## config.mk

```make
export PLATFORM = sky130hd
export DESIGN_NAME = fcvt_top
export DESIGN_NICKNAME = d
export VERILOG_FILES = /design/src/fcvt_pkg.sv /design/src/fcvt_in_fifo.sv /design/src/fcvt_classify.sv /design/src/fcvt_shift_sat.sv /design/src/fcvt_credit_counter.sv /design/src/fcvt_seq.sv /design/src/fcvt_top.sv
export SDC_FILE = /design/constraint.sdc
export NUM_CORES = 1
export LEC_CHECK = 0
export CAP_MARGIN = 10
export CELL_PAD_IN_SITES_DETAIL_PLACEMENT = 1
export CELL_PAD_IN_SITES_GLOBAL_PLACEMENT = 1
export CORE_UTILIZATION = 48
export CTS_CLUSTER_DIAMETER = 120
export DETAILED_ROUTE_END_ITERATION = 10
export DONT_BUFFER_PORTS = 1
export HOLD_SLACK_MARGIN = 0.08
export PLACE_DENSITY_LB_ADDON = 0.1
export SLEW_MARGIN = 20
export SYNTH_ARGS = -nofsm -noshare
export SYNTH_HDL_FRONTEND = slang
export SYNTH_SLANG_ARGS = --single-unit
```

## constraint.sdc

```tcl
create_clock -name clk -period 9.6 [get_ports clk]
set_clock_uncertainty 0.05 [all_clocks]
set_input_delay 0.96 -clock clk [delete_from_list [all_inputs] [get_ports clk]]
set_output_delay 0.96 -clock clk [all_outputs]
set_load 0.02 [all_outputs]
```

## src/fcvt_pkg.sv

```systemverilog
// Shared definitions: operation codes, operand union, widths, class codes and flag positions.

package fcvt_pkg;

  //////////////////////////////////////////////////////////////////////
  // Widths
  //////////////////////////////////////////////////////////////////////

  localparam int res_width  = 64;  // Integer result, 32-bit results sign-extended.
  localparam int tag_width  = 4;   // Tag carried back with every result.
  localparam int flag_width = 2;
  localparam int exp_width  = 13;  // Signed unbiased exponent, room for both formats.

  // Flag positions inside the flags word.
  localparam int flag_inexact = 0;
  localparam int flag_invalid = 1;

  // Format bit of an operation.
  localparam logic fmt_sng = 1'b0;
  localparam logic fmt_dbl = 1'b1;

  // Operand classes produced by the first stage.
  localparam logic [1:0] cls_zero = 2'd0;  // Zero or denormal.
  localparam logic [1:0] cls_norm = 2'd1;
  localparam logic [1:0] cls_inf  = 2'd2;
  localparam logic [1:0] cls_nan  = 2'd3;

  //////////////////////////////////////////////////////////////////////
  // Types
  //////////////////////////////////////////////////////////////////////

  typedef enum logic [1:0] {
    cvt32 = 2'd0,  // Truncate to signed 32-bit.
    cvt64 = 2'd1,  // Truncate to signed 64-bit.
    raw   = 2'd2   // Pass the operand bits through.
  } fcvt_op_e;

  typedef struct packed {
    logic        sign;
    logic [10:0] exp;
    logic [51:0] frac;
  } dbl_t;

  // A single sits in the low half of the word.
  typedef struct packed {
    logic [31:0] pad;
    logic        sign;
    logic [7:0]  exp;
    logic [22:0] frac;
  } sng_t;

  typedef union packed {
    dbl_t dbl;
    sng_t sng;
  } fp_word_u;

endpackage

```

## src/fcvt_in_fifo.sv

```systemverilog
// Input operation buffer: circular storage of op, format, operand and tag.

module fcvt_in_fifo #(
  parameter int DEPTH = 4
) (
  input  logic                               clk,
  input  logic                               reset,
  input  logic                               push,
  input  fcvt_pkg::fcvt_op_e                 push_op,
  input  logic                               push_fmt,
  input  fcvt_pkg::fp_word_u                 push_word,
  input  logic [fcvt_pkg::tag_width-1:0]     push_tag,
  input  logic                               pop,
  output logic                               empty,
  output fcvt_pkg::fcvt_op_e                 head_op,
  output logic                               head_fmt,
  output fcvt_pkg::fp_word_u                 head_word,
  output logic [fcvt_pkg::tag_width-1:0]     head_tag
);

  localparam int ptr_width = (DEPTH > 1) ? $clog2(DEPTH) : 1;
  localparam int cnt_width = $clog2(DEPTH + 1);

  fcvt_pkg::fcvt_op_e             op_mem   [DEPTH];
  logic                           fmt_mem  [DEPTH];
  fcvt_pkg::fp_word_u             word_mem [DEPTH];
  logic [fcvt_pkg::tag_width-1:0] tag_mem  [DEPTH];

  logic [ptr_width-1:0] wr_ptr;
  logic [ptr_width-1:0] rd_ptr;
  logic [cnt_width-1:0] count;

  // Storage is written on the edge that samples push.
  always_ff @(posedge clk) begin
    if (push) begin
      op_mem[wr_ptr]   <= push_op;
      fmt_mem[wr_ptr]  <= push_fmt;
      word_mem[wr_ptr] <= push_word;
      tag_mem[wr_ptr]  <= push_tag;
    end
  end

  always_ff @(posedge clk) begin
    if (reset) begin
      wr_ptr <= '0;
      rd_ptr <= '0;
      count  <= '0;
    end else begin
      if (push) begin
        wr_ptr <= (wr_ptr == ptr_width'(DEPTH - 1)) ? '0 : wr_ptr + 1'b1;  // Wrap for any depth.
      end
      if (pop) begin
        rd_ptr <= (rd_ptr == ptr_width'(DEPTH - 1)) ? '0 : rd_ptr + 1'b1;
      end
      if (push && !pop) begin
        count <= count + 1'b1;
      end else if (pop && !push) begin
        count <= count - 1'b1;
      end
    end
  end

  assign empty     = (count == '0);
  assign head_op   = op_mem[rd_ptr];  // Head is visible before the pop.
  assign head_fmt  = fmt_mem[rd_ptr];
  assign head_word = word_mem[rd_ptr];
  assign head_tag  = tag_mem[rd_ptr];

endmodule

```

## src/fcvt_classify.sv

```systemverilog
// First pipeline stage: operand decode, classification, bias removal and significand alignment.

module fcvt_classify (
  input  logic                                  clk,
  input  logic                                  reset,
  input  logic                                  load,
  input  logic                                  advance,
  input  fcvt_pkg::fcvt_op_e                    in_op,
  input  logic                                  in_fmt,
  input  fcvt_pkg::fp_word_u                    in_word,
  input  logic [fcvt_pkg::tag_width-1:0]        in_tag,
  output logic                                  valid,
  output fcvt_pkg::fcvt_op_e                    out_op,
  output logic                                  out_sign,
  output logic [63:0]                           out_mant,
  output logic signed [fcvt_pkg::exp_width-1:0] out_exp,
  output logic [1:0]                            out_class,
  output logic                                  out_is64,
  output fcvt_pkg::fp_word_u                    out_word,
  output logic [fcvt_pkg::tag_width-1:0]        out_tag
);

  logic                                  sign_d;
  logic                                  exp_zero;
  logic                                  exp_max;
  logic                                  frac_nz;
  logic signed [fcvt_pkg::exp_width-1:0] exp_d;
  logic [63:0]                           mant_d;
  logic [1:0]                            class_d;

  //////////////////////////////////////////////////////////////////////
  // Decode through the union member selected by the format bit
  //////////////////////////////////////////////////////////////////////

  always_comb begin
    if (in_fmt == fcvt_pkg::fmt_dbl) begin
      sign_d   = in_word.dbl.sign;
      exp_zero = (in_word.dbl.exp == '0);
      exp_max  = &in_word.dbl.exp;
      frac_nz  = |in_word.dbl.frac;
      exp_d    = $signed({2'b00, in_word.dbl.exp}) - 13'sd1023;
      mant_d   = {~exp_zero, in_word.dbl.frac, 11'b0};  // Hidden bit lands on bit 63.
    end else begin
      sign_d   = in_word.sng.sign;
      exp_zero = (in_word.sng.exp == '0);
      exp_max  = &in_word.sng.exp;
      frac_nz  = |in_word.sng.frac;
      exp_d    = $signed({5'b00000, in_word.sng.exp}) - 13'sd127;
      mant_d   = {~exp_zero, in_word.sng.frac, 40'b0};
    end

    // A denormal keeps its fraction bits so stage 2 can flag inexact.
    if (exp_zero) begin
      class_d = fcvt_pkg::cls_zero;
    end else if (exp_max) begin
      class_d = frac_nz ? fcvt_pkg::cls_nan : fcvt_pkg::cls_inf;
    end else begin
      class_d = fcvt_pkg::cls_norm;
    end
  end

  always_ff @(posedge clk) begin
    if (reset) begin
      valid <= 1'b0;
    end else if (load) begin
      valid <= 1'b1;
    end else if (advance) begin
      valid <= 1'b0;  // Entry taken by stage 2 and nothing new behind it.
    end
  end

  always_ff @(posedge clk) begin
    if (load) begin
      out_op    <= in_op;
      out_sign  <= sign_d;
      out_mant  <= mant_d;
      out_exp   <= exp_d;
      out_class <= class_d;
      out_is64  <= (in_op == fcvt_pkg::cvt64);
      out_word  <= in_word;
      out_tag   <= in_tag;
    end
  end

endmodule

```

## src/fcvt_shift_sat.sv

```systemverilog
// Second pipeline stage: shift, truncate, negate, saturate, flag generation and result hold.

module fcvt_shift_sat (
  input  logic                                  clk,
  input  logic                                  reset,
  input  logic                                  load,
  input  logic                                  fire,
  input  fcvt_pkg::fcvt_op_e                    in_op,
  input  logic                                  in_sign,
  input  logic [63:0]                           in_mant,
  input  logic signed [fcvt_pkg::exp_width-1:0] in_exp,
  input  logic [1:0]                            in_class,
  input  logic                                  in_is64,
  input  fcvt_pkg::fp_word_u                    in_word,
  input  logic [fcvt_pkg::tag_width-1:0]        in_tag,
  output logic                                  valid,
  output logic [fcvt_pkg::res_width-1:0]        res_value,
  output logic [fcvt_pkg::flag_width-1:0]       res_flags,
  output logic [fcvt_pkg::tag_width-1:0]        res_tag
);

  logic signed [fcvt_pkg::exp_width-1:0] shamt_wide;
  logic [5:0]                            shamt;
  logic [63:0]                           mag;
  logic                                  lost;
  logic                                  ovf;
  logic [63:0]                           pos_max;
  logic [63:0]                           neg_min;
  logic [63:0]                           limit;
  logic [fcvt_pkg::res_width-1:0]        value_d;
  logic [fcvt_pkg::flag_width-1:0]       flags_d;

  always_comb begin
    // The binary point sits below bit 63 - exp of the aligned significand.
    shamt_wide = 13'sd63 - in_exp;
    shamt      = shamt_wide[5:0];
    mag        = in_mant >> shamt;
    lost       = |(in_mant & ~({64{1'b1}} << shamt));
    if (in_exp[fcvt_pkg::exp_width-1]) begin
      mag  = '0;  // Magnitude below one truncates to zero.
      lost = |in_mant;
    end

    if (in_is64) begin
      pos_max = 64'h7fff_ffff_ffff_ffff;
      neg_min = 64'h8000_0000_0000_0000;
      limit   = 64'h8000_0000_0000_0000;
    end else begin
      pos_max = 64'h0000_0000_7fff_ffff;
      neg_min = 64'hffff_ffff_8000_0000;  // Sign-extended int32 minimum.
      limit   = 64'h0000_0000_8000_0000;
    end

    // Negative side reaches one step further than the positive side.
    ovf = (in_exp > 13'sd63) || (in_sign ? (mag > limit) : (mag >= limit));

    value_d = '0;
    flags_d = '0;
    case (in_class)
      fcvt_pkg::cls_nan: begin
        value_d                       = pos_max;
        flags_d[fcvt_pkg::flag_invalid] = 1'b1;
      end
      fcvt_pkg::cls_inf: begin
        value_d                       = in_sign ? neg_min : pos_max;
        flags_d[fcvt_pkg::flag_invalid] = 1'b1;
      end
      fcvt_pkg::cls_zero: begin
        flags_d[fcvt_pkg::flag_inexact] = |in_mant;  // Nonzero denormal.
      end
      default: begin
        if (ovf) begin
          value_d                       = in_sign ? neg_min : pos_max;
          flags_d[fcvt_pkg::flag_invalid] = 1'b1;
        end else begin
          value_d                       = in_sign ? -mag : mag;
          flags_d[fcvt_pkg::flag_inexact] = lost;
        end
      end
    endcase

    if (in_op == fcvt_pkg::raw) begin
      value_d = in_word;
      flags_d = '0;
    end
  end

  always_ff @(posedge clk) begin
    if (reset) begin
      valid <= 1'b0;
    end else if (load) begin
      valid <= 1'b1;  // A load in the firing cycle keeps the stage full.
    end else if (fire) begin
      valid <= 1'b0;
    end
  end

  always_ff @(posedge clk) begin
    if (load) begin
      res_value <= value_d;
      res_flags <= flags_d;
      res_tag   <= in_tag;
    end
  end

endmodule

```

## src/fcvt_credit_counter.sv

```systemverilog
// Result credit counter: credits granted by the consumer minus results sent.

module fcvt_credit_counter #(
  parameter int RES_CREDITS = 4
) (
  input  logic clk,
  input  logic reset,
  input  logic credit_in,
  input  logic spend,
  output logic credit_avail
);

  localparam int cnt_width = $clog2(RES_CREDITS + 1);

  logic [cnt_width-1:0] count;

  always_ff @(posedge clk) begin
    if (reset) begin
      count <= '0;
    end else if (credit_in && !spend) begin
      if (count != cnt_width'(RES_CREDITS)) begin
        count <= count + 1'b1;  // Held at the ceiling.
      end
    end else if (spend && !credit_in) begin
      count <= count - 1'b1;
    end
    // Grant and spend together leave the count unchanged.
  end

  assign credit_avail = (count != '0);

endmodule

```

## src/fcvt_seq.sv

```systemverilog
// Sequencer FSM: initial input credit grant, buffer pop, pipeline advance and credit return.

module fcvt_seq #(
  parameter int DEPTH = 4
) (
  input  logic clk,
  input  logic reset,
  input  logic fifo_empty,
  input  logic stage1_valid,
  input  logic stage2_valid,
  input  logic credit_avail,
  output logic in_credit,
  output logic fifo_pop,
  output logic stage1_load,
  output logic stage1_advance,
  output logic stage2_load,
  output logic res_fire
);

  localparam int cnt_width = $clog2(DEPTH + 1);

  typedef enum logic [1:0] {
    st_grant,
    st_run,
    st_stall
  } state_e;

  state_e               state;
  logic [cnt_width-1:0] grant_cnt;
  logic                 active;

  //////////////////////////////////////////////////////////////////////
  // Advance chain, evaluated from the back of the pipeline forward
  //////////////////////////////////////////////////////////////////////

  assign active         = (state != st_grant);
  assign res_fire       = active && stage2_valid && credit_avail;
  assign stage2_load    = active && stage1_valid && (!stage2_valid || res_fire);
  assign stage1_advance = stage2_load;
  assign stage1_load    = active && !fifo_empty && (!stage1_valid || stage1_advance);
  assign fifo_pop       = stage1_load;  // Buffer head moves exactly when stage 1 takes it.

  always_ff @(posedge clk) begin
    if (reset) begin
      state     <= st_grant;
      grant_cnt <= '0;
      in_credit <= 1'b0;
    end else begin
      case (state)
        st_grant: begin
          in_credit <= 1'b1;  // One credit per buffer entry.
          grant_cnt <= grant_cnt + 1'b1;
          if (grant_cnt == cnt_width'(DEPTH - 1)) begin
            state <= st_run;
          end
        end
        st_run, st_stall: begin
          in_credit <= fifo_pop;  // A freed entry goes back to the producer.
          state     <= (stage2_valid && !credit_avail) ? st_stall : st_run;
        end
        default: begin
          in_credit <= 1'b0;
          state     <= st_grant;
        end
      endcase
    end
  end

endmodule

```

## src/fcvt_top.sv

```systemverilog
// Converter top level: input buffer, two pipeline stages, result credit counter and sequencer.

module fcvt_top #(
  parameter int DEPTH       = 4,
  parameter int RES_CREDITS = 4
) (
  input  logic                              clk,
  input  logic                              reset,
  // Producer side.
  input  logic                              in_valid,
  input  fcvt_pkg::fcvt_op_e                in_op,
  input  logic                              in_fmt,
  input  fcvt_pkg::fp_word_u                in_word,
  input  logic [fcvt_pkg::tag_width-1:0]    in_tag,
  output logic                              in_credit,
  // Consumer side.
  input  logic                              res_credit,
  output logic                              res_valid,
  output logic [fcvt_pkg::res_width-1:0]    res_value,
  output logic [fcvt_pkg::flag_width-1:0]   res_flags,
  output logic [fcvt_pkg::tag_width-1:0]    res_tag
);

  logic                                  fifo_empty;
  logic                                  fifo_pop;
  fcvt_pkg::fcvt_op_e                    head_op;
  logic                                  head_fmt;
  fcvt_pkg::fp_word_u                    head_word;
  logic [fcvt_pkg::tag_width-1:0]        head_tag;

  logic                                  stage1_load;
  logic                                  stage1_advance;
  logic                                  stage1_valid;
  fcvt_pkg::fcvt_op_e                    s1_op;
  logic                                  s1_sign;
  logic [63:0]                           s1_mant;
  logic signed [fcvt_pkg::exp_width-1:0] s1_exp;
  logic [1:0]                            s1_class;
  logic                                  s1_is64;
  fcvt_pkg::fp_word_u                    s1_word;
  logic [fcvt_pkg::tag_width-1:0]        s1_tag;

  logic                                  stage2_load;
  logic                                  stage2_valid;
  logic                                  credit_avail;
  logic                                  res_fire;

  fcvt_in_fifo #(.DEPTH(DEPTH)) i_in_fifo (
    .clk(clk), .reset(reset), .push(in_valid), .push_op(in_op), .push_fmt(in_fmt),
    .push_word(in_word), .push_tag(in_tag), .pop(fifo_pop), .empty(fifo_empty),
    .head_op(head_op), .head_fmt(head_fmt), .head_word(head_word), .head_tag(head_tag)
  );

  fcvt_classify i_classify (
    .clk(clk), .reset(reset), .load(stage1_load), .advance(stage1_advance),
    .in_op(head_op), .in_fmt(head_fmt), .in_word(head_word), .in_tag(head_tag),
    .valid(stage1_valid), .out_op(s1_op), .out_sign(s1_sign), .out_mant(s1_mant),
    .out_exp(s1_exp), .out_class(s1_class), .out_is64(s1_is64), .out_word(s1_word),
    .out_tag(s1_tag)
  );

  fcvt_shift_sat i_shift_sat (
    .clk(clk), .reset(reset), .load(stage2_load), .fire(res_fire), .in_op(s1_op),
    .in_sign(s1_sign), .in_mant(s1_mant), .in_exp(s1_exp), .in_class(s1_class),
    .in_is64(s1_is64), .in_word(s1_word), .in_tag(s1_tag), .valid(stage2_valid),
    .res_value(res_value), .res_flags(res_flags), .res_tag(res_tag)
  );

  fcvt_credit_counter #(.RES_CREDITS(RES_CREDITS)) i_credit_counter (
    .clk(clk), .reset(reset), .credit_in(res_credit), .spend(res_fire),
    .credit_avail(credit_avail)
  );

  fcvt_seq #(.DEPTH(DEPTH)) i_seq (
    .clk(clk), .reset(reset), .fifo_empty(fifo_empty), .stage1_valid(stage1_valid),
    .stage2_valid(stage2_valid), .credit_avail(credit_avail), .in_credit(in_credit),
    .fifo_pop(fifo_pop), .stage1_load(stage1_load), .stage1_advance(stage1_advance),
    .stage2_load(stage2_load), .res_fire(res_fire)
  );

  assign res_valid = res_fire;  // One pulse per result sent against a credit.

endmodule

```

==> results by stage <==
Floorplanning:
- The placement row count is 87.
- For this configuration, the core starts out at a cell density of 0.4863.
- The die boundary height is 241.2 um.
- The die area is 58190 um2.
- For this design the top-level I/O count stands at 147.
- In this run the standard cell core region covers 56500 um2.
- Measured along the x axis, the die boundary spans 241.2 um.

Yosys:
- The area of the mapped netlist is 27470 um2.
- Synthesis produced a netlist with a net count of 2204.
- The count of cell types in the netlist is 89.
- The async set-reset flop share out of synthesis is 0.
- The Yosys warning count is 0.
- Among all flip-flop cells after synthesis, the most frequent one is edfxtp_1.
- Counting flops with a built-in enable in the synthesized netlist gives 493.
- Yosys instantiated no cell more often than edfxtp_1.
- The commonest cells after synthesis are edfxtp_1 (493), nor2_1 (171), mux4_2 (136), nand2_1 (126), a21oi_1 (105).
- After synthesis, the mean cell area works out to 13.02 um2.
- Ranked by total cell area, the synthesized netlist is headed by edfxtp_1 (54%), mux4_2 (11%), mux2i_1 (3.4%).
- The largest area contributor in the netlist is edfxtp_1.
- The number of synthesized register bits is 513.
- The area share of the largest cell type after synthesis is 0.5389.
- For this run, the register share of the synthesized area comes to 0.5535.
- The synthesized netlist cell count is 2110.

Worst setup path:
- The signal arrival time at the worst endpoint is 7630 ps.
- Walking the worst path, the cells encountered are buf_4, mux4_2, mux2i_1, o21ai_1, a222oi_1, nand4_1, nor3_1, nand3b_1, o31a_1, or2_1, o211ai_4, o22a_1.
- The cell family contributing the most delay on the critical path is compound AO/OA/AOI/OAI gates.
- Together, buffers and inverters on the worst path number 1.
- The kind of end point of the critical path is a flop.
- STA classifies the critical path startpoint as a flop.
- The critical path required time is 10020 ps.
- The critical-path maximum fanout is 85.
- The slowest stage of the critical path is the o211ai_4 cell.
- By startpoint and endpoint, the worst setup path is classified as flop to flop.
- On the worst path, the slowest cell contributes a delay of 920 ps.

Power and ir drop:
- The power spent charging and discharging nets is 1.576 mW.
- Power spread over the standard cell area amounts to 188.9 nW/um2.
- Cell internal power was estimated by the tool at 4.063 mW.
- Of the total power, the share spent switching nets is 0.2795.
- Of the total power, registers draw 0.473.
- The leakage power summed over all cells is 9.634 nW.
- The proportion of power drawn by combinational gates is 0.169.
- The worst IR drop on VDD is 175.2 uV.
- The clock share of power is 0.358.

Route:
- The number of nets with antenna violations after detailed routing is 0.
- In the routed design, unresolved DRC markers number 0.
- Summed over all layers, the routed wires come to 101900 um.
- The first detailed-routing pass ran for 6 iterations.
- The via total after detailed routing is 20.05k.
- In the final routed layout, each cell accounts on average for 35.64 um.
- The via density per instance is 7.012.
- The detailed router finished its first iteration with 2507 violations.

GRT:
- The maximum number of pins on one net before global-route repair is 111.
- Across every metal layer, demand over resource in global routing totals 0.3529.
- The global-route wire length before repair is 145100 um.
- The number of antenna violations at the first check in global routing was 10.
- The via count of the first global-routing pass is 19.94k.
- Global routing finished with a remaining overflow of 0.

Timing:
- The minimum clock period is 7206 ps.
- For the pin with the worst max-slew slack, the measured transition is 1117 ps.
- The peak clock frequency supported by timing is 138.8 MHz.
- The final max-slew violation count was 0.
- Setup repair after global routing left no endpoint under its margin.
- The slack of the critical path is 2394 ps.
- On the final layout, the worst hold slack is 354.8 ps.
- In this run the tightest slew margin relative to its limit is 0.2555.
- The number of setup violations in the final report is 0.
- In the finished design, the share of the clock period the worst path needs comes to 0.7506.
- The final count of hold timing violations is 0.
- Setup total negative slack on the finished layout was measured at 0 ps.

Clock network:
- The number of buffers added by the clock tree synthesis step is 52.
- The clock sink count is 513.
- The H-tree depth reported by CTS is 2.
- The clock tree buffer depth is 3.
- The root cell of the clock tree is clkbuf_16.
- In this run, post-CTS hold repair placed 0 buffers.
- The register clock-pin slew on the reported worst setup and hold paths is 60 ps.
- The clock latency on the worst-skew pair is 620 ps.
- The number of gates resized after cts is 0.
- In this run the post-CTS setup repair buffer count came out at 0.
- TritonCTS built the clock tree.

Run:
- The tool flagged a number of max-cap violations equal to 0.

Finish:
- For this run, the number of standard cells in the final layout without fillers is 2859.
- The post-route core utilization is 0.5285.
- For this run, the post-layout net count is 2152.
- The area growth from synthesis to layout is 8.690%.
- The number of fillers in the final layout is 5559.
- Of the cells placed in the final design, the portion with a size suffix greater than 1 is 0.1621.

Placed design:
- The final RePlAce weighted congestion is 1.030.
- The HPWL after detailed placement is 72720 um.
- The number of buffers added on ports is 0.
- Prior to clock tree synthesis, the placed netlist has a worst setup slack of 2638 ps.
- The cell count after placement is 2760.

Hold path:
- The path class of the lowest-slack min-delay path is input pin to flop.

Status:
- The run finished with clean final reports.
[worst register-to-register path, stage by stage, from the launching register on]
cell      delay, ps
edfxtp_1        330
buf_4           740
mux4_2          470
mux2i_1         480
o21ai_1         390
a222oi_1        830
nand4_1         360
nor3_1          440
nand3b_1        520
o31a_1          680
or2_1           550
o211ai_4        920
o22a_1          310
[cells by family after synthesis]
kind of cell | count (synthesis) | synth area share
and+or+nand+nor | 603 | 0.1089
DFF | 513 | 0.5535
AOI/OAI and AO/OA | 464 | 0.1189
muxes | 281 | 0.1667
buffers and inverters | 182 | 0.02746
xor gates and xnor gates | 47 | 0.01498
adders and majority gates | 20 | 0.009565
[per-stage QoR]
| step | cell area (um2) | total power, mW |
|---|---|---|
| 5_1_grt | 29850 | 5.787 |
| 6_report | 29860 | 5.640 |
| 2_1_floorplan | 27480 | 3.286 |
| 3_5_place_dp | 28170 | 3.640 |
| 4_1_cts | 29850 | 5.640 |
| 3_3_place_gp | 28170 | 3.618 |
[area by class of cell]
type | count | area, um2 | share of cell area
Multi-Input combinational cell | 1415 | 11550 | 0.3869
Tap cell | 756 | 945.9 | 0.03168
Clock inverter | 24 | 280.3 | 0.009387
Antenna cell | 5 | 12.51 | 0.0004190
Sequential cell | 513 | 15210 | 0.5094
Clock buffer | 70 | 1399 | 0.04685
Timing Repair Buffer | 43 | 335.3 | 0.01123
Inverter | 33 | 123.9 | 0.004149
[power groups by stage]
stage	logic, mW	registers (mW)	clock network [mW]
4_1_cts	0.933	2.67	2.04
2_1_floorplan	0.611	2.67	0
6_report	0.953	2.67	2.02
3_3_place_gp	0.914	2.70	0
3_5_place_dp	0.927	2.71	0
5_1_grt	0.996	2.67	2.12
[state kept, by name, summed over array words and instances, names as in the netlist, named ones only]
register,flops
i_in_fifo.wr_ptr,2
i_in_fifo.op_mem,8
i_shift_sat.valid,1
i_in_fifo.fmt_mem,4
i_in_fifo.count,3
i_classify.out_tag,4
i_shift_sat.res_flags,2
i_seq.state,2
i_classify.out_exp,12
i_in_fifo.rd_ptr,2
i_classify.out_class,2
i_credit_counter.count,3
i_classify.out_op,2
i_classify.out_sign,1
i_classify.out_is64,1
i_classify.out_mant,53
i_seq.in_credit,1
i_seq.grant_cnt,3
i_shift_sat.res_value,64
i_classify.valid,1
i_in_fifo.word_mem,256
i_in_fifo.tag_mem,16
i_classify.out_word,64
i_shift_sat.res_tag,4
[final timing paths]
| check | start | endpoint | slack [ps] | cells past startpoint |
|---|---|---|---|---|
| min | reset | i_in_fifo.wr_ptr[1]$_SDFFE_PP0P_ | 350 | 1 |
| max reg2reg | i_classify.out_exp[2]$_DFFE_PP_ | i_shift_sat.res_value[60]$_DFFE_PP_ | 2390 | 12 |
| min reg2reg | i_classify.out_tag[0]$_DFFE_PP_ | i_shift_sat.res_tag[0]$_DFFE_PP_ | 370 | 0 |
| max | i_classify.out_exp[2]$_DFFE_PP_ | i_shift_sat.res_value[60]$_DFFE_PP_ | 2390 | 12 |
[cells in the final DEF, fill, tap and decap left out, types with 25 or more instances in the layout]
cell type	synthesis	layout
a21oi_1	105	104
nor4_1	32	31
or3_1	25	25
and2_1	44	40
nor2_1	171	171
buf_4	3	42
xnor2_1	27	27
inv_1	32	31
clkbuf_16	0	52
o21ai_0	63	63
nor3_1	42	42
nand4_1	29	29
mux2i_1	94	94
a211oi_1	26	26
nand2_1	126	126
nand3_1	48	48
mux4_2	136	136
mux2_2	51	51
o22a_1	35	35
edfxtp_1	493	493
[metal layers]
metal / track usage / wire length, um / part of all wire / up-vias
met1: 0.4730 / 40400 / 0.40 / 10405
met3: 0.07099 / 8807 / 0.086 / 226
met2: 0.5436 / 46710 / 0.46 / 1058
li1: - / - / - / 8340
met5: 0.01094 / 182 / 0.0018 / -
met4: 0.1857 / 5795 / 0.057 / 18
(Power assumes the default switching activity.)
